## src/demux_pkg.sv

```systemverilog
/*
 * read demux shared definitions
 * widths, port counts and the packed AR and R payloads used by the
 * spill registers, the dispatch stage and the R arbiter
 */

`default_nettype none

package demux_pkg;

  // ------------------------------------------------------------------------
  // port and field widths
  // ------------------------------------------------------------------------

  // master side fan-out
  localparam int unsigned NUM_MST = 4;
  localparam int unsigned SEL_W = 2;

  // axi id and the slice of it that indexes the in-flight counters
  localparam int unsigned ID_W = 4;
  localparam int unsigned LOOK_BITS = 2;
  localparam int unsigned NUM_LOOK = 2 ** LOOK_BITS;

  localparam int unsigned ADDR_W = 16;
  localparam int unsigned LEN_W = 4;
  localparam int unsigned DATA_W = 32;

  // a counter saturates at all ones, so 7 reads per id at most
  localparam int unsigned CNT_W = 3;

  // ------------------------------------------------------------------------
  // scalar types
  // ------------------------------------------------------------------------

  typedef logic [SEL_W-1:0] sel_t;
  typedef logic [ID_W-1:0] id_t;
  typedef logic [LOOK_BITS-1:0] look_t;
  typedef logic [ADDR_W-1:0] addr_t;
  typedef logic [LEN_W-1:0] len_t;
  typedef logic [DATA_W-1:0] data_t;
  typedef logic [CNT_W-1:0] cnt_t;

  // ------------------------------------------------------------------------
  // channel payloads
  // ------------------------------------------------------------------------

  // read request with the target master appended in the low bits
  typedef struct packed {
    id_t   id;
    addr_t addr;
    len_t  len;
    sel_t  sel;
  } ar_beat_t;

  // read data beat as merged onto the slave port
  typedef struct packed {
    id_t   id;
    data_t data;
    logic  last;
  } r_beat_t;

endpackage

`default_nettype wire

```

## src/spill_reg.sv

```systemverilog
/*
 * spill register
 * two-slot valid/ready buffer that breaks every combinational path
 * between its input and output side, payload type set by parameter
 */

`default_nettype none

module spill_reg #(
  parameter type T = logic
) (
  input  logic clk_i,
  input  logic rst_n_i,
  // upstream side
  input  logic valid_i,
  output logic ready_o,
  input  T     data_i,
  // downstream side
  output logic valid_o,
  input  logic ready_i,
  output T     data_o
);

  // ------------------------------------------------------------------------
  // slot a takes new items, slot b holds the spilled one
  // ------------------------------------------------------------------------

  logic a_full_q;
  logic b_full_q;
  T     a_data_q;
  T     b_data_q;

  logic a_fill;
  logic a_drain;
  logic b_fill;
  logic b_drain;

  // accept while at least one slot is free
  assign ready_o = ~a_full_q | ~b_full_q;
  assign a_fill  = valid_i & ready_o;

  // a moves on only when b is empty, either out or into b
  assign a_drain = a_full_q & ~b_full_q;

  // stalled output with a draining means a spills into b
  assign b_fill  = a_drain & ~ready_i;
  assign b_drain = b_full_q & ready_i;

  always_ff @(posedge clk_i or negedge rst_n_i) begin
    if (!rst_n_i) begin
      a_full_q <= 1'b0;
      b_full_q <= 1'b0;
    end else begin
      if (a_fill || a_drain) begin
        a_full_q <= a_fill;
      end
      if (b_fill || b_drain) begin
        b_full_q <= b_fill;
      end
    end
  end

  // payload slots
  always_ff @(posedge clk_i) begin
    if (a_fill) begin
      a_data_q <= data_i;
    end
    if (b_fill) begin
      b_data_q <= a_data_q;
    end
  end

  // ------------------------------------------------------------------------
  // output, b is always the older item
  // ------------------------------------------------------------------------

  assign valid_o = a_full_q | b_full_q;
  assign data_o  = b_full_q ? b_data_q : a_data_q;

endmodule

`default_nettype wire

```

## src/ar_id_tracker.sv

```systemverilog
/*
 * AR id tracker
 * per-id in-flight counters with the master each id was last sent to,
 * looked up by the dispatch stage to keep reads of one id in order
 */

`default_nettype none

module ar_id_tracker (
  input  logic              clk_i,
  input  logic              rst_n_i,
  // lookup of the pending request
  input  demux_pkg::look_t  lookup_id_i,
  output demux_pkg::sel_t   lookup_sel_o,
  output logic              lookup_busy_o,
  output logic              full_o,
  // request sent to a master
  input  logic              push_i,
  input  demux_pkg::look_t  push_id_i,
  input  demux_pkg::sel_t   push_sel_i,
  // last read beat returned
  input  logic              pop_i,
  input  demux_pkg::look_t  pop_id_i
);

  import demux_pkg::*;

  // ------------------------------------------------------------------------
  // state
  // ------------------------------------------------------------------------

  cnt_t [NUM_LOOK-1:0] cnt_q;
  sel_t [NUM_LOOK-1:0] sel_q;

  logic [NUM_LOOK-1:0] push_en;
  logic [NUM_LOOK-1:0] pop_en;
  logic [NUM_LOOK-1:0] busy;
  logic [NUM_LOOK-1:0] cnt_full;

  // one-hot decode of push and pop ids
  always_comb begin
    for (int unsigned i = 0; i < NUM_LOOK; i++) begin
      push_en[i]  = push_i & (push_id_i == look_t'(i));
      pop_en[i]   = pop_i & (pop_id_i == look_t'(i));
      busy[i]     = |cnt_q[i];
      // saturated counter blocks all new requests
      cnt_full[i] = &cnt_q[i];
    end
  end

  // ------------------------------------------------------------------------
  // counters and remembered master
  // ------------------------------------------------------------------------

  always_ff @(posedge clk_i or negedge rst_n_i) begin
    if (!rst_n_i) begin
      cnt_q <= '0;
      sel_q <= '0;
    end else begin
      for (int unsigned i = 0; i < NUM_LOOK; i++) begin
        // push and pop on one id cancel out
        if (push_en[i] && !pop_en[i]) begin
          cnt_q[i] <= cnt_q[i] + cnt_t'(1);
        end else if (pop_en[i] && !push_en[i]) begin
          cnt_q[i] <= cnt_q[i] - cnt_t'(1);
        end
        if (push_en[i]) begin
          sel_q[i] <= push_sel_i;
        end
      end
    end
  end

  // ------------------------------------------------------------------------
  // lookup
  // ------------------------------------------------------------------------

  assign lookup_sel_o  = sel_q[lookup_id_i];
  assign lookup_busy_o = busy[lookup_id_i];
  assign full_o        = |cnt_full;

endmodule

`default_nettype wire

```

## src/ar_dispatch.sv

```systemverilog
/*
 * AR dispatch
 * checks id ordering against the tracker, locks an offered request until
 * the master takes it, routes AR to the selected master
 */

`default_nettype none

module ar_dispatch (
  input  logic                                  clk_i,
  input  logic                                  rst_n_i,
  // request from the AR spill register
  input  logic                                  ar_valid_i,
  output logic                                  ar_ready_o,
  input  demux_pkg::ar_beat_t                   ar_beat_i,
  // master AR ports, payload shared by all
  output logic [demux_pkg::NUM_MST-1:0]         m_ar_valid_o,
  input  logic [demux_pkg::NUM_MST-1:0]         m_ar_ready_i,
  output demux_pkg::id_t                        m_ar_id_o,
  output demux_pkg::addr_t                      m_ar_addr_o,
  output demux_pkg::len_t                       m_ar_len_o,
  // completion from the R arbiter
  input  logic                                  r_done_i,
  input  demux_pkg::id_t                        r_done_id_i
);

  import demux_pkg::*;

  sel_t lookup_sel;
  logic lookup_busy;
  logic cnt_full;
  logic push;

  logic lock_q;
  logic lock_d;
  logic ar_valid;
  logic mst_ready;

  // ------------------------------------------------------------------------
  // handshake control
  // ------------------------------------------------------------------------

  // ready of the master this request is routed to
  assign mst_ready = m_ar_ready_i[ar_beat_i.sel];

  always_comb begin
    ar_valid   = 1'b0;
    ar_ready_o = 1'b0;
    push       = 1'b0;
    lock_d     = lock_q;
    if (lock_q) begin
      // already offered, valid must not drop before the transfer
      ar_valid = 1'b1;
      if (mst_ready) begin
        ar_ready_o = 1'b1;
        push       = 1'b1;
        lock_d     = 1'b0;
      end
    end else if (!cnt_full && ar_valid_i &&
                 (!lookup_busy || (lookup_sel == ar_beat_i.sel))) begin
      // id idle or already bound to the same master
      ar_valid = 1'b1;
      if (mst_ready) begin
        ar_ready_o = 1'b1;
        push       = 1'b1;
      end else begin
        lock_d = 1'b1;
      end
    end
  end

  always_ff @(posedge clk_i or negedge rst_n_i) begin
    if (!rst_n_i) begin
      lock_q <= 1'b0;
    end else begin
      lock_q <= lock_d;
    end
  end

  // ------------------------------------------------------------------------
  // in-flight tracking, indexed by the low id bits
  // ------------------------------------------------------------------------

  ar_id_tracker u_ar_id_tracker (
    .clk_i         ( clk_i                          ),
    .rst_n_i       ( rst_n_i                        ),
    .lookup_id_i   ( ar_beat_i.id[LOOK_BITS-1:0]    ),
    .lookup_sel_o  ( lookup_sel                     ),
    .lookup_busy_o ( lookup_busy                    ),
    .full_o        ( cnt_full                       ),
    .push_i        ( push                           ),
    .push_id_i     ( ar_beat_i.id[LOOK_BITS-1:0]    ),
    .push_sel_i    ( ar_beat_i.sel                  ),
    .pop_i         ( r_done_i                       ),
    .pop_id_i      ( r_done_id_i[LOOK_BITS-1:0]     )
  );

  // ------------------------------------------------------------------------
  // routing
  // ------------------------------------------------------------------------

  always_comb begin
    for (int unsigned i = 0; i < NUM_MST; i++) begin
      m_ar_valid_o[i] = ar_valid & (ar_beat_i.sel == sel_t'(i));
    end
  end

  assign m_ar_id_o   = ar_beat_i.id;
  assign m_ar_addr_o = ar_beat_i.addr;
  assign m_ar_len_o  = ar_beat_i.len;

endmodule

`default_nettype wire

```

## src/r_arbiter.sv

```systemverilog
/*
 * R arbiter
 * round-robin merge of the master R channels with lock-in on a stalled
 * grant, pulses completion on every accepted last beat
 */

`default_nettype none

module r_arbiter (
  input  logic                                  clk_i,
  input  logic                                  rst_n_i,
  // master R channels
  input  logic [demux_pkg::NUM_MST-1:0]         m_r_valid_i,
  output logic [demux_pkg::NUM_MST-1:0]         m_r_ready_o,
  input  demux_pkg::id_t [demux_pkg::NUM_MST-1:0]   m_r_id_i,
  input  demux_pkg::data_t [demux_pkg::NUM_MST-1:0] m_r_data_i,
  input  logic [demux_pkg::NUM_MST-1:0]         m_r_last_i,
  // merged output towards the R spill register
  output logic                                  r_valid_o,
  input  logic                                  r_ready_i,
  output demux_pkg::r_beat_t                    r_beat_o,
  // completion towards dispatch
  output logic                                  r_done_o,
  output demux_pkg::id_t                        r_done_id_o
);

  import demux_pkg::*;

  sel_t rr_q;
  sel_t lock_idx_q;
  logic lock_q;
  sel_t idx;
  logic found;
  logic xfer;

  // ------------------------------------------------------------------------
  // grant selection
  // ------------------------------------------------------------------------

  always_comb begin
    sel_t cand;
    idx   = lock_idx_q;
    found = lock_q;
    cand  = rr_q;
    if (!lock_q) begin
      // search starts one past the last granted master
      for (int unsigned off = 1; off <= NUM_MST; off++) begin
        cand = sel_t'(rr_q + sel_t'(off));
        if (!found && m_r_valid_i[cand]) begin
          idx   = cand;
          found = 1'b1;
        end
      end
    end
  end

  assign r_valid_o = found & m_r_valid_i[idx];
  assign xfer      = r_valid_o & r_ready_i;

  // only the granted master sees ready
  always_comb begin
    m_r_ready_o = '0;
    m_r_ready_o[idx] = found & r_ready_i;
  end

  assign r_beat_o.id   = m_r_id_i[idx];
  assign r_beat_o.data = m_r_data_i[idx];
  assign r_beat_o.last = m_r_last_i[idx];

  // counters fall with the last beat entering the spill register
  assign r_done_o    = xfer & m_r_last_i[idx];
  assign r_done_id_o = m_r_id_i[idx];

  // ------------------------------------------------------------------------
  // lock and round-robin pointer
  // ------------------------------------------------------------------------

  always_ff @(posedge clk_i or negedge rst_n_i) begin
    if (!rst_n_i) begin
      rr_q       <= sel_t'(NUM_MST - 1);
      lock_q     <= 1'b0;
      lock_idx_q <= '0;
    end else begin
      if (xfer) begin
        lock_q <= 1'b0;
        rr_q   <= idx;
      end else if (r_valid_o) begin
        // hold the grant until the beat is taken
        lock_q     <= 1'b1;
        lock_idx_q <= idx;
      end
    end
  end

endmodule

`default_nettype wire

```

## src/demux_top.sv

```systemverilog
/*
 * AXI read demux top
 * one slave read port fanned out to four master read ports, AR spill,
 * dispatch, R arbitration and R spill in a row
 */

`default_nettype none

module demux_top (
  input  logic                                    clk_i,
  input  logic                                    rst_n_i,
  // slave AR
  input  logic                                    s_ar_valid_i,
  output logic                                    s_ar_ready_o,
  input  demux_pkg::id_t                          s_ar_id_i,
  input  demux_pkg::addr_t                        s_ar_addr_i,
  input  demux_pkg::len_t                         s_ar_len_i,
  input  demux_pkg::sel_t                         s_ar_sel_i,
  // slave R
  output logic                                    s_r_valid_o,
  input  logic                                    s_r_ready_i,
  output demux_pkg::id_t                          s_r_id_o,
  output demux_pkg::data_t                        s_r_data_o,
  output logic                                    s_r_last_o,
  // master AR
  output logic [demux_pkg::NUM_MST-1:0]           m_ar_valid_o,
  input  logic [demux_pkg::NUM_MST-1:0]           m_ar_ready_i,
  output demux_pkg::id_t                          m_ar_id_o,
  output demux_pkg::addr_t                        m_ar_addr_o,
  output demux_pkg::len_t                         m_ar_len_o,
  // master R
  input  logic [demux_pkg::NUM_MST-1:0]           m_r_valid_i,
  output logic [demux_pkg::NUM_MST-1:0]           m_r_ready_o,
  input  demux_pkg::id_t [demux_pkg::NUM_MST-1:0]   m_r_id_i,
  input  demux_pkg::data_t [demux_pkg::NUM_MST-1:0] m_r_data_i,
  input  logic [demux_pkg::NUM_MST-1:0]           m_r_last_i
);

  import demux_pkg::*;

  // spilled request into dispatch
  logic     ar_valid;
  logic     ar_ready;
  ar_beat_t ar_beat;

  // merged read data into the R spill register
  logic     r_valid;
  logic     r_ready;
  r_beat_t  r_beat;
  r_beat_t  s_r_beat;

  // completion pulse back to the tracker
  logic     r_done;
  id_t      r_done_id;

  // ------------------------------------------------------------------------
  // AR path
  // ------------------------------------------------------------------------

  spill_reg #(
    .T ( ar_beat_t )
  ) u_ar_spill (
    .clk_i   ( clk_i                                                  ),
    .rst_n_i ( rst_n_i                                                ),
    .valid_i ( s_ar_valid_i                                           ),
    .ready_o ( s_ar_ready_o                                           ),
    .data_i  ( {s_ar_id_i, s_ar_addr_i, s_ar_len_i, s_ar_sel_i}       ),
    .valid_o ( ar_valid                                               ),
    .ready_i ( ar_ready                                               ),
    .data_o  ( ar_beat                                                )
  );

  ar_dispatch u_ar_dispatch (
    .clk_i        ( clk_i        ),
    .rst_n_i      ( rst_n_i      ),
    .ar_valid_i   ( ar_valid     ),
    .ar_ready_o   ( ar_ready     ),
    .ar_beat_i    ( ar_beat      ),
    .m_ar_valid_o ( m_ar_valid_o ),
    .m_ar_ready_i ( m_ar_ready_i ),
    .m_ar_id_o    ( m_ar_id_o    ),
    .m_ar_addr_o  ( m_ar_addr_o  ),
    .m_ar_len_o   ( m_ar_len_o   ),
    .r_done_i     ( r_done       ),
    .r_done_id_i  ( r_done_id    )
  );

  // ------------------------------------------------------------------------
  // R path
  // ------------------------------------------------------------------------

  r_arbiter u_r_arbiter (
    .clk_i       ( clk_i       ),
    .rst_n_i     ( rst_n_i     ),
    .m_r_valid_i ( m_r_valid_i ),
    .m_r_ready_o ( m_r_ready_o ),
    .m_r_id_i    ( m_r_id_i    ),
    .m_r_data_i  ( m_r_data_i  ),
    .m_r_last_i  ( m_r_last_i  ),
    .r_valid_o   ( r_valid     ),
    .r_ready_i   ( r_ready     ),
    .r_beat_o    ( r_beat      ),
    .r_done_o    ( r_done      ),
    .r_done_id_o ( r_done_id   )
  );

  spill_reg #(
    .T ( r_beat_t )
  ) u_r_spill (
    .clk_i   ( clk_i       ),
    .rst_n_i ( rst_n_i     ),
    .valid_i ( r_valid     ),
    .ready_o ( r_ready     ),
    .data_i  ( r_beat      ),
    .valid_o ( s_r_valid_o ),
    .ready_i ( s_r_ready_i ),
    .data_o  ( s_r_beat    )
  );

  // unpack onto the slave R port
  assign s_r_id_o   = s_r_beat.id;
  assign s_r_data_o = s_r_beat.data;
  assign s_r_last_o = s_r_beat.last;

endmodule

`default_nettype wire

```

## config.mk

```make
export PLATFORM = sky130hd
export DESIGN_NAME = demux_top
export DESIGN_NICKNAME = d
export VERILOG_FILES = /design/src/demux_pkg.sv /design/src/spill_reg.sv /design/src/ar_id_tracker.sv /design/src/ar_dispatch.sv /design/src/r_arbiter.sv /design/src/demux_top.sv
export SDC_FILE = /design/constraint.sdc
export NUM_CORES = 1
export LEC_CHECK = 0
export BUFFER_PORTS_ARGS = -buffer_cell sky130_fd_sc_hd__buf_2
export CORE_ASPECT_RATIO = 2
export CORE_UTILIZATION = 45
export DETAILED_ROUTE_END_ITERATION = 10
export GPL_TIMING_DRIVEN = 0
export PLACE_DENSITY = 0.72
export SETUP_SLACK_MARGIN = 0.3
export SLEW_MARGIN = 20
export SYNTH_ARGS = -nofsm -noshare
export SYNTH_HDL_FRONTEND = slang
export SYNTH_SLANG_ARGS = --single-unit
```

## constraint.sdc

```tcl
create_clock -name clk_i -period 5.24 [get_ports clk_i]
set_clock_uncertainty 0.2 [all_clocks]
set_input_delay 0.524 -clock clk_i [delete_from_list [all_inputs] [get_ports clk_i]]
set_output_delay 0.524 -clock clk_i [all_outputs]
set_load 0.05 [all_outputs]
```

# [Yosys cells after proc, flatten, opt, wreduce, memory -nomap -nowiden]
# Index checks and enable logic that the tools add are counted.
# Widths: inputs -> output; s select.
[totals] ff_bits=156 input_bits=186 output_inout_bits=71 word_cells=203
[op_classes] add_sub_neg=11 order_cmp=8 eq_ne=10 muxes=57 bitwise_logic=35 n_reduce_logical=52
[op_table] op="$bmux 32 s2" n=1
[op_table] op="$mux 37" n=1
[op_table] op="$mux 32" n=1
[op_table] op="$mux 1" n=27
[op_table] op="$mux 26" n=1
[op_table] op="$mux 3" n=8
[op_table] op="$and 1x1->1" n=23
[op_table] op="$lt 2x3->1 const B" n=7
[op_table] op="$bmux 1 s2" n=8
[op_table] op="$logic_and 1x1->1" n=15
[op_table] op="$logic_not 1->1" n=14
[op_table] op="$add 3x1->3 const B" n=4
[op_table] op="$eq 2x2->1 const B" n=6
[op_table] op="$mux 2" n=6
[op_table] op="$reduce_and 3->1" n=4
[op_table] op="$reduce_or 3->1" n=4
[op_table] op="$sub 3x1->3 const B" n=4
[op_table] op="$reduce_bool 2->1" n=5
[op_table] op="$bmux 4 s2" n=1
[op_table] op="$not 1->1" n=7
[op_table] op="$eq 2x1->1 const B" n=3
[op_table] op="$logic_not 2->1" n=3
[op_table] op="$logic_or 1x1->1" n=5
[op_table] op="$add 2x2->2 const B" n=2
[op_table] op="other kinds (10)" n=13

# [Longest topological paths before layout]
# Gate-level depths: netlist (run 1).
[depth] ltp_word=27 ltp_mapped=16

# [Modules after synthesis]
# Synthesis (run 1) repeated with hierarchy kept, for this count alone.
[hier_totals] cells_unflattened=591 area_unflattened_um2=8489.4
[modules_own_cells] module="spill_reg (u_r_spill)" instances=1 cells_each=124 area_each_um2=2941.6 seq_area_each_um2=2272.2
[modules_own_cells] module="spill_reg (u_ar_spill)" instances=1 cells_each=90 area_each_um2=2099.5 seq_area_each_um2=1611.5
[modules_own_cells] module="r_arbiter" instances=1 cells_each=255 area_each_um2=2031.9 seq_area_each_um2=127.6
[modules_own_cells] module="ar_id_tracker" instances=1 cells_each=83 area_each_um2=1092.3 seq_area_each_um2=500.5
[modules_own_cells] module="ar_dispatch" instances=1 cells_each=39 area_each_um2=324.1 seq_area_each_um2=25.0

# [Worst setup path before layout (run 1)]
# OpenSTA, ideal clock, no wires.
[synth_timing] kind="flip-flop to flip-flop" startpoint="register u_r_spill.b_full_q" endpoint="register u_r_spill.b_data_q[0] (netlist bit) (enable)" setup_time_ps=485 arrival_time_ps=3668 setup_slack_ps=887 path_stages_with_launch=4 period_less_slack_ps=4353 path_cell_list="dfrtp_1 -> buf_1 -> buf_1 -> nor3b_1"
[synth_via] elab_chain_len=3
[synth_rtl] element="from (decl)" line_no="spill_reg.sv:29" rtl="logic b_full_q;"
[synth_rtl] element="from (signal assigned)" line_no="spill_reg.sv:58" rtl="b_full_q <= b_fill;"
[synth_rtl] element="$not 1->1" line_no="spill_reg.sv:43" rtl="assign a_drain = a_full_q & ~b_full_q;"
[synth_rtl] element="$and 1x1->1" line_no="spill_reg.sv:43"
[synth_rtl] element="$and 1x1->1" line_no="spill_reg.sv:46" rtl="assign b_fill = a_drain & ~ready_i;"
[synth_rtl] element="via u_r_spill.b_fill" line_no="spill_reg.sv:35" rtl="logic b_fill;"
[synth_rtl] element="to (signal assigned)" line_no="spill_reg.sv:69" rtl="b_data_q <= a_data_q;"
[synth_rtl] element="to (decl)" line_no="spill_reg.sv:31" rtl="T b_data_q;"
# The timed path passes the listed nets, and every way through them passes these cells.
# A chain may end at the register's enable or synchronous reset.

==> impl_metrics.csv, run 1 <==
group,metric,value,unit
cells_and_area,layout.nets,1070,
setup_path,crit_required,5.38,ns
logic_synthesis,ys_top_cells_by_area,"edfxtp_1, mux2_2, dfrtp_1",
logic_synthesis,async_flop_share,0.192,
placement,gp_congestion,0.881,
floorplan,die_h,191,um
drt,ant_nets,0,
clocking,cts_setup_buffers,0,
logic_synthesis,syn_area_per_cell,13.5,um^2
timing,finalHoldViolations,0,
cells_and_area,drive_gt1_frac,0.520,
flow_run,maxCapViolations,0,
clocking,cts_tree,"done",
clocking,ctsHoldBuffers,1,
clocking,post_cts_resized,0,
global_route,grt_pass1_vias,5870,
clocking,cts_sinks,156,
logic_synthesis,synth_top_cell_area_share,0.470,
logic_synthesis,syn-instance-count,594,
floorplan,row_count,68,
placement,place_ws,0.787,ns
setup_path,timing_worst_setup_path_type,"reg -> reg",
logic_synthesis,synth-edff-count,126,
power_and_ir_drop,comb_power_share,0.550,
drt,totalWireLength,19.3,mm
floorplan,start_util,0.464,
power_and_ir_drop,internal_power,4.47,mW
setup_path,startpoint_type,"flip-flop",
timing,setup-violations-final,0,
drt,drt-pass1-iter-count,4,
outcome,run_status,"finished clean",
global_route,grt_use_total,0.216,
logic_synthesis,synthFlopType,"edfxtp_1",
timing,rsz0062_at_grt,"no",
global_route,grt_max_degree,31,
global_route,grt-ovfl-total,0,
timing,fmax,0.233,GHz
setup_path,critical_path_arrival,4.43,ns
logic_synthesis,yosys.area.top_type,"edfxtp_1",
clocking,clk_pin_slew,0.06,ns
power_and_ir_drop,switching_share,0.436,
cells_and_area,utilization,0.594,
clocking,worstSkewPairLatency,0.42,ns
floorplan,core,17400,um^2
power_and_ir_drop,ir_drop,0.508,mV
drt,vias,5685,
global_route,antenna_found_initial,0,
power_and_ir_drop,pwr_density_cell,771,nW/um^2
drt,wl_per_cell,17.5,um
timing,setup_slack,0.949,ns
power_and_ir_drop,p_leak,4.38,nW
drt,drt_iter0_drc,152,
cells_and_area,instances_no_fill,1099,
drt,drc,0,
logic_synthesis,synth_commonest_cells,"edfxtp_1, mux2_2, mux2i_1, nor2_1, a21oi_1",
cells_and_area,num_antenna_cells,0,
clocking,htree_num_levels,4,
clocking,cts_made_buffers,17,
clocking,clk_path_buf_depth,2,
floorplan,dieArea,18400,um^2
setup_path,end_kind,"flip-flop",
drt,routed_via_density,5.17,
logic_synthesis,synth_area,8050,um^2
power_and_ir_drop,seq_power_share,0.287,
timing,slew_viol_final,0,
logic_synthesis,ys.warnings.count,0,
timing,period_share,0.819,
floorplan,die_x,96.5,um
logic_synthesis,synth.most_common_cell,"edfxtp_1",
placement,numPortBuffers,255,
cells_and_area,num-fill-cells,1473,
placement,dp_hpwl,15.0,mm
logic_synthesis,yosysUniqueCellTypes,58,
min_path,hp-class,"in -> reg",
timing,holdWs,0.0725,ns
timing,tightest_slew,0.846,ns
power_and_ir_drop,p_switching,3.47,mW
logic_synthesis,synth.net_count,788,
clocking,cts_root_buf,"clkbuf_16",
floorplan,ios,257,
setup_path,cp_max_fo,10,
placement,dp.cells,1066,
timing,slew_headroom,0.433,
cells_and_area,syn2layout_area_growth,28.1,%
global_route,grt_pass1_wl,29.3,mm
power_and_ir_drop,clockPowerShare,0.163,
logic_synthesis,ys_seq_elements,156,
logic_synthesis,yosysSeqAreaShare,0.564,
timing,period_needed,4.29,ns
flip-flops by register name (all words and copies together), names as in the netlist:
name and flops:
u_r_spill.a_data_q 37, u_r_arbiter.lock_q 1, u_r_spill.a_full_q 1, u_ar_spill.b_full_q 1, u_r_spill.b_full_q 1, u_ar_spill.a_data_q 26, u_ar_dispatch.lock_q 1, u_ar_spill.a_full_q 1
u_ar_spill.b_data_q 26, u_r_spill.b_data_q 37, u_ar_dispatch.u_ar_id_tracker.cnt_q 12, u_r_arbiter.rr_q 2, u_ar_dispatch.u_ar_id_tracker.sel_q 8, u_r_arbiter.lock_idx_q 2
power groups by stage:
stage                     Sequential (mW)  Combinational, mW  Clock [mW]
final                                2.28               4.37        1.30
after global routing                 2.33               4.68        1.37
after CTS                            2.28               4.40        1.33
after detailed placement             2.30               4.38           0
after global placement               2.31               4.27           0
after floorplan                      2.24               3.40           0
cell type report:
cell class / count / area (um^2) / share of cell area
Multi-Input combinational cell: 371 / 3150 / 0.306
Clock buffer: 20 / 447 / 0.0434
Clock inverter: 12 / 171 / 0.0166
Sequential cell: 156 / 4540 / 0.440
Timing Repair Buffer: 263 / 1360 / 0.132
Inverter: 12 / 45.0 / 0.00437
Buffer: 55 / 334 / 0.0324
Tap cell: 210 / 263 / 0.0255
cell families (layout without fill, tap and decap cells):
| family | Yosys count | count (layout) | synth area share |
|---|---|---|---|
| multiplexers | 167 | 167 | 0.229 |
| flip-flops | 156 | 156 | 0.564 |
| AND/OR/NAND/NOR | 105 | 105 | 0.0645 |
| AO/OA/AOI/OAI | 76 | 76 | 0.0633 |
| buffers and inverters | 67 | 362 | 0.0471 |
| XOR/XNOR | 15 | 15 | 0.0163 |
| adder cells (fa/ha/maj) | 8 | 8 | 0.0162 |
worst paths after layout:
path                                                   from  cells past startpoint                                            endpoint  slack, ns
setup / recovery            u_r_arbiter.rr_q[1]$_DFFE_PN1P_                     16  u_ar_dispatch.u_ar_id_tracker.cnt_q[5]$_DFFE_PN0P_       0.95
min in group asynchronous                           rst_n_i                      2                      u_r_spill.b_full_q$_DFFE_PN0P_       0.49
hold reg to reg            u_r_spill.a_data_q[34]$_DFFE_PP_                      0                    u_r_spill.b_data_q[34]$_DFFE_PP_       0.25
hold / removal                                s_ar_len_i[0]                      1                    u_ar_spill.a_data_q[2]$_DFFE_PP_       0.07
setup reg to reg            u_r_arbiter.rr_q[1]$_DFFE_PN1P_                     16  u_ar_dispatch.u_ar_id_tracker.cnt_q[5]$_DFFE_PN0P_       0.95
max in group asynchronous                           rst_n_i                      2  u_ar_dispatch.u_ar_id_tracker.cnt_q[1]$_DFFE_PN0P_       3.89
per-layer routing:
layer / up-vias / share of wire / track usage
met5: - / 0 / 0
met3: 27 / 0.053 / 0.0449
met1: 2696 / 0.36 / 0.227
met4: 0 / 0.025 / 0.0950
li1: 2747 / - / -
met2: 215 / 0.56 / 0.399
metrics by stage:
stage	TNS (ns)	power, mW	instance area [um^2]
6_report	0	7.94	10300
5_1_grt	0	8.39	10300
4_1_cts	0	8.01	10300
3_5_place_dp	0	6.68	9680
3_3_place_gp	-54.62	6.58	9580
2_1_floorplan	0	5.64	8050
worst max-delay path, stage by stage (launching register included):
cell and delay, ns:
dfstp_2 0.55, buf_6 0.15, mux2_4 0.33, a22oi_1 0.23, a21oi_2 0.12, o211ai_4 0.35
nand2_4 0.13, buf_4 0.21, mux2i_1 0.14, mux2i_1 0.44, nand3b_1 0.22, ha_1 0.20
inv_1 0.07, fa_1 0.43, xor2_1 0.17, nor2_1 0.11, xor2_1 0.16
cell usage in the layout, fill, tap and decap left out, types with 12 or more instances in the layout:
cell       count
buf_2        264
edfxtp_1     126
mux2_2       110
mux2i_1       54
nor2_1        53
a21oi_1       42
buf_4         33
dfrtp_1       28
clkbuf_16     17
inv_1         12
(Power assumes the default switching activity.)
==> run 2: changes to the inputs <==
--- a/config.mk
+++ b/config.mk
@@ -10,7 +10,7 @@
 export CORE_UTILIZATION = 45
 export DETAILED_ROUTE_END_ITERATION = 10
 export GPL_TIMING_DRIVEN = 0
-export PLACE_DENSITY = 0.72
+export PLACE_DENSITY = 0.75
 export SETUP_SLACK_MARGIN = 0.3
 export SLEW_MARGIN = 20
 export SYNTH_ARGS = -nofsm -noshare
==> constraint.sdc (replaced) <==
create_clock -name clk_i -period 3.58 [get_ports clk_i]
set_clock_uncertainty 0.2 [all_clocks]
set_input_delay 0.358 -clock clk_i [delete_from_list [all_inputs] [get_ports clk_i]]
set_output_delay 0.358 -clock clk_i [all_outputs]
set_load 0.05 [all_outputs]
==> impl_metrics.csv, run 2 (synthesized netlist as in run 1, its figures left out) <==
group,metric,value,unit
global_route,grt_max_degree,31,
setup_path,cp_max_fo,7,
drt,ant_nets,0,
clocking,worstSkewPairLatency,0.42,ns
placement,dp_hpwl,15.9,mm
global_route,antenna_found_initial,2,
outcome,run_status,"complete, but fails checks",
cells_and_area,top_regs,"u_r_spill.a_data_q x37, u_r_spill.b_data_q x37",
timing,slew_viol_final,0,
setup_path,critical_path_arrival,4.04,ns
clocking,cts_tree,"done",
setup_path,end_kind,"flip-flop",
drt,drt-pass1-iter-count,5,
drt,routed_via_density,5.31,
power_and_ir_drop,power.total,13.7,mW
floorplan,row_count,68,
power_and_ir_drop,p_leak,4.87,nW
placement,gp_congestion,0.876,
floorplan,ios,257,
outcome,violations,"negative setup slack",
global_route,grt_use_total,0.236,
cells_and_area,layout.nets,1136,
power_and_ir_drop,ir_drop,0.898,mV
floorplan,dieArea,18400,um^2
cells_and_area,final_cell_mix,"buf_2, edfxtp_1, mux2_2",
timing,rsz0062_at_grt,"yes",
cells_and_area,drive_gt1_frac,0.605,
clocking,cts_made_buffers,17,
timing,slew_headroom,0.354,
floorplan,die_x,96.5,um
timing,period_needed,3.94,ns
setup_path,timing_worst_setup_path_type,"reg -> reg",
min_path,hp-class,"in -> reg",
min_path,min-delay-start,"m_r_data_i[18]",
clocking,cts_sinks,156,
flow_run,maxCapViolations,0,
cells_and_area,final_area,11600,um^2
timing,setup_slack,-0.361,ns
setup_path,crit_required,3.68,ns
clocking,clk_path_buf_depth,2,
drt,drt_iter0_drc,194,
timing,tightest_slew,0.969,ns
timing,period_share,1.10,
setup_path,crit_start,"u_r_arbiter.rr_q[1]$_DFFE_PN1P_",
global_route,grt_pass1_wl,31.8,mm
global_route,grt_pass1_vias,6199,
clocking,cts_root_buf,"clkbuf_16",
global_route,grt-ovfl-total,0,
cells_and_area,num-fill-cells,1230,
placement,place_ws,-0.679,ns
timing,finalHoldViolations,0,
placement,numPortBuffers,255,
drt,drc,0,
floorplan,die_h,191,um
timing,setup-violations-final,8,
clocking,clk_pin_slew,0.07,ns
cells_and_area,final_common_cell,"buf_2",
setup_path,r2r-start,"u_r_arbiter.rr_q[1]$_DFFE_PN1P_",
floorplan,start_util,0.464,
power_and_ir_drop,pwr_density_cell,1180,nW/um^2
floorplan,core,17400,um^2
clocking,htree_num_levels,4,
timing,final.setup.tns,-2.41,ns
drt,vias,6199,
drt,totalWireLength,22.6,mm
placement,placed_area,9690,um^2
cells_and_area,utilization,0.670,
drt,wl_per_cell,19.3,um
setup_path,startpoint_type,"flip-flop",
cells_and_area,syn2layout_area_growth,44.6,%
timing,fmax,0.254,GHz
==> run 2: what timing repair did <==
item,CTS,global route
gates cloned,2,4
resized for setup,33,145
hold endpoints to repair,56,0
buffers inserted,8,28
endpoints found under the setup margin,103,86
hold buffers,29,0
pin swaps,9,39
==> run 2: area by class of cell <==
cell class / instances / area (um^2) / area share
Clock buffer: 17 / 425 / 0.0366
Inverter: 12 / 47.5 / 0.00409
Clock inverter: 15 / 160 / 0.0138
Sequential cell: 156 / 4540 / 0.390
Antenna cell: 2 / 5.00 / 0.000430
Timing Repair Buffer: 327 / 2060 / 0.177
Tap cell: 210 / 263 / 0.0226
Buffer: 55 / 453 / 0.0389
Multi-Input combinational cell: 373 / 3680 / 0.317
==> run 2: stage by stage <==
stage / instances / hold WS, ns
4_1_cts: 1133 / 0.100
5_1_grt: 1167 / 0.106
3_3_place_gp: 1059 / 0.224
3_5_place_dp: 1062 / 0.231
6_report: 1167 / 0.0976
2_1_floorplan: 594 / -0.138
==> run 2: final timing paths <==
| kind | end | slack (ns) | cells after the start |
|---|---|---|---|
| min in group asynchronous | u_r_spill.b_full_q$_DFFE_PN0P_ | 0.35 | 2 |
| max in group asynchronous | u_ar_dispatch.u_ar_id_tracker.sel_q[6]$_DFFE_PN0P_ | 2.36 | 2 |
| setup reg to reg | u_ar_dispatch.u_ar_id_tracker.cnt_q[1]$_DFFE_PN0P_ | -0.36 | 13 |
| setup / recovery | u_ar_dispatch.u_ar_id_tracker.cnt_q[1]$_DFFE_PN0P_ | -0.36 | 13 |
| hold / removal | u_r_spill.a_data_q[19]$_DFFE_PP_ | 0.1 | 3 |
| hold reg to reg | u_r_spill.b_data_q[19]$_DFFE_PP_ | 0.24 | 0 |
==> run 2: power by group <==
group          leakage (nW)  internal (mW)  switching [mW]
registers              1.53           3.00           0.356
logic                  3.06           3.72            4.82
clock network         0.279          0.985           0.789
total                  4.87           7.70            5.97
==> run 2: per-layer routing <==
layer / up-vias / GRT usage / part of all wire
met4: 0 / 0.114 / 0.058
met2: 318 / 0.446 / 0.54
met3: 61 / 0.0457 / 0.066
met1: 2932 / 0.237 / 0.33
met5: - / 0 / 0
li1: 2888 / - / -
==> run 2: critical path: stages, from the launching register on <==
cell and delay (ns):
dfstp_2 0.57, buf_8 0.13, nor4bb_2 0.32, nor4_4 0.11
and3_4 0.21, o211ai_4 0.29, nand2_4 0.16, mux2i_4 0.23
a2111oi_4 0.32, or3b_1 0.39, ha_2 0.19, inv_2 0.05
fa_1 0.39, mux2_2 0.26
==> run 3: changes to the inputs <==
--- a/config.mk
+++ b/config.mk
@@ -10,9 +10,8 @@
 export CORE_UTILIZATION = 45
 export DETAILED_ROUTE_END_ITERATION = 10
 export GPL_TIMING_DRIVEN = 0
-export PLACE_DENSITY = 0.75
-export SETUP_SLACK_MARGIN = 0.3
-export SLEW_MARGIN = 20
+export PLACE_DENSITY = 0.87
+export SLEW_MARGIN = 10
 export SYNTH_ARGS = -nofsm -noshare
 export SYNTH_HDL_FRONTEND = slang
 export SYNTH_SLANG_ARGS = --single-unit
==> impl_metrics.csv, run 3 (synthesized netlist as in run 1, its figures left out) <==
group,metric,value,unit
timing,final.setup.tns,-2.62,ns
timing,slew_headroom,0.208,
cells_and_area,top_regs,"u_r_spill.a_data_q x37, u_r_spill.b_data_q x37",
setup_path,r2r_end,"u_ar_dispatch.u_ar_id_tracker.cnt_q[1]$_DFFE_PN0P_",
setup_path,cp_max_fo,6,
clocking,worstSkewPairLatency,0.42,ns
power_and_ir_drop,pwr_density_cell,1120,nW/um^2
cells_and_area,final_cell_mix,"buf_2, edfxtp_1, mux2_2",
timing,fmax,0.248,GHz
clocking,clk_path_buf_depth,2,
clocking,cts_made_buffers,17,
global_route,antenna_found_initial,1,
setup_path,timing_worst_setup_path_type,"reg -> reg",
global_route,grt-ovfl-total,0,
cells_and_area,layout.nets,1111,
clocking,cts_tree,"done",
placement,dp_hpwl,15.7,mm
drt,routed_via_density,5.39,
timing,setup_slack,-0.454,ns
setup_path,worst-r2r-cell-count,13,
drt,ant_nets,0,
drt,drt_iter0_drc,213,
setup_path,startpoint_type,"flip-flop",
cells_and_area,num-fill-cells,1281,
placement,gp_congestion,0.918,
setup_path,regToRegSetupSlack,-0.45,ns
floorplan,start_util,0.464,
flow_run,maxCapViolations,0,
cells_and_area,instances_no_fill,1141,
min_path,whs_endpoint,"u_r_spill.a_data_q[18]$_DFFE_PP_",
clocking,cts_root_buf,"clkbuf_16",
global_route,grt_pass1_vias,6563,
timing,period_share,1.13,
timing,finalHoldViolations,0,
floorplan,ios,257,
power_and_ir_drop,ir_drop,0.838,mV
floorplan,die_x,96.5,um
min_path,hp-class,"in -> reg",
placement,dp.cells,1062,
drt,drc,0,
outcome,violations,"negative setup slack",
placement,numPortBuffers,255,
timing,setup-violations-final,8,
drt,wl_per_cell,18.8,um
clocking,htree_num_levels,4,
timing,holdWs,0.109,ns
clocking,clk_pin_slew,0.07,ns
cells_and_area,final_common_cell,"buf_2",
global_route,grt_pass1_wl,32.1,mm
drt,totalWireLength,21.4,mm
setup_path,r2r-start,"u_r_arbiter.rr_q[1]$_DFFE_PN1P_",
drt,drt-pass1-iter-count,5,
outcome,run_status,"complete, but fails checks",
timing,tightest_slew,1.19,ns
floorplan,dieArea,18400,um^2
power_and_ir_drop,p_leak,4.60,nW
global_route,grt_max_degree,31,
floorplan,row_count,68,
floorplan,core,17400,um^2
cells_and_area,drive_gt1_frac,0.547,
floorplan,die_h,191,um
min_path,min-delay-start,"m_r_data_i[17]",
clocking,cts_sinks,156,
timing,slew_viol_final,0,
power_and_ir_drop,power.total,12.3,mW
timing,period_needed,4.03,ns
timing,rsz0062_at_grt,"yes",
cells_and_area,syn2layout_area_growth,36.3,%
setup_path,crit_required,3.69,ns
global_route,grt_use_total,0.236,
setup_path,end_kind,"flip-flop",
setup_path,critical_path_arrival,4.14,ns
drt,vias,6155,
min_path,min_path_cells,3,
-- run 3: changes by cell type in the layout (fill, tap and decap cells not counted), moves of 7 or more --
cell     before  now
nor2_1       32   51
mux2_2       90  108
mux2_4       21    3
a21oi_1      25   41
a21oi_2      17    1
nor2_4       18    2
buf_4        55   41
buf_12        8    1
buf_2       253  260
-- run 3: how the worst max path moves through the flow --
| stage | start | to | slack (ns) | cells after the start |
|---|---|---|---|---|
| finish | u_r_arbiter.rr_q[1]$_DFFE_PN1P_ | u_ar_dispatch.u_ar_id_tracker.cnt_q[1]$_DFFE_PN0P_ | -0.45 | 13 |
| floorplan | u_r_arbiter.rr_q[1]$_DFFE_PN1P_ | u_ar_dispatch.u_ar_id_tracker.cnt_q[1]$_DFFE_PN0P_ | -0.19 | 13 |
| detailed placement | m_r_valid_i[2] | u_ar_dispatch.u_ar_id_tracker.cnt_q[5]$_DFFE_PN0P_ | -0.63 | 17 |
| global placement | u_ar_spill.b_full_q$_DFFE_PN0P_ | u_ar_spill.b_data_q[2]$_DFFE_PP_ | -0.66 | 8 |
| CTS | u_r_arbiter.rr_q[1]$_DFFE_PN1P_ | u_ar_dispatch.u_ar_id_tracker.cnt_q[1]$_DFFE_PN0P_ | -0.45 | 15 |
| global route | u_r_arbiter.rr_q[1]$_DFFE_PN1P_ | u_ar_dispatch.u_ar_id_tracker.cnt_q[1]$_DFFE_PN0P_ | -0.55 | 14 |
-- run 3: worst max-delay path, cell delays in order, from the launching register on --
cell and delay (ns):
dfstp_2 0.57, buf_4 0.13, mux2_4 0.31, o22a_1 0.17, and3_4 0.18, o211ai_4 0.30, nand2_4 0.12, mux2i_4 0.22
a2111oi_4 0.39, or3b_1 0.40, ha_2 0.20, inv_2 0.05, fa_1 0.40, mux2_2 0.27
-- run 3: timing repair --
item | 4_1_cts | 5_1_grt
endpoints found under the setup margin | 39 | 38
resized for setup | 31 | 35
setup buffers | 14 | 6
pin swaps | 8 | 15
cloned | 1 | 0
hold endpoints to repair | 56 | 0
hold buffers | 29 | 0
-- run 3: cell type report --
class                           instances  area (um^2)  share of cell area
Sequential cell                       156         4540               0.414
Multi-Input combinational cell        372         3380               0.308
Timing Repair Buffer                  304         1770               0.162
Clock buffer                           17          425              0.0388
Buffer                                 54          360              0.0329
Tap cell                              210          263              0.0240
Clock inverter                         15          181              0.0165
Inverter                               12         45.0             0.00411
Antenna cell                            1         2.50            0.000228
-- run 3: through the flow --
step	instance area, um^2	worst slack (ns)	utilization
floorplan	8090	-0.187	-
global placement	9630	-0.662	0.555
detailed placement	9680	-0.630	0.558
CTS	10800	-0.452	0.623
global route	11000	-0.546	0.632
finish	11000	-0.454	0.632
-- run 3: power by group --
part / total, mW / switching [mW] / internal (mW) / leakage (nW)
Combinational: 7.07 / 4.32 / 2.75 / 2.78
Sequential: 3.37 / 0.367 / 3.00 / 1.53
Clock: 1.83 / 0.779 / 1.05 / 0.292
Total: 12.3 / 5.46 / 6.81 / 4.60
-- run 3: metal layers --
metal | vias up | global-route usage | share of wire
li1 | 2838 | - | -
met1 | 2944 | 0.211 | 0.33
met2 | 309 | 0.447 | 0.56
met3 | 64 | 0.0549 | 0.059
met4 | 0 | 0.155 | 0.055
met5 | - | 0 | 0
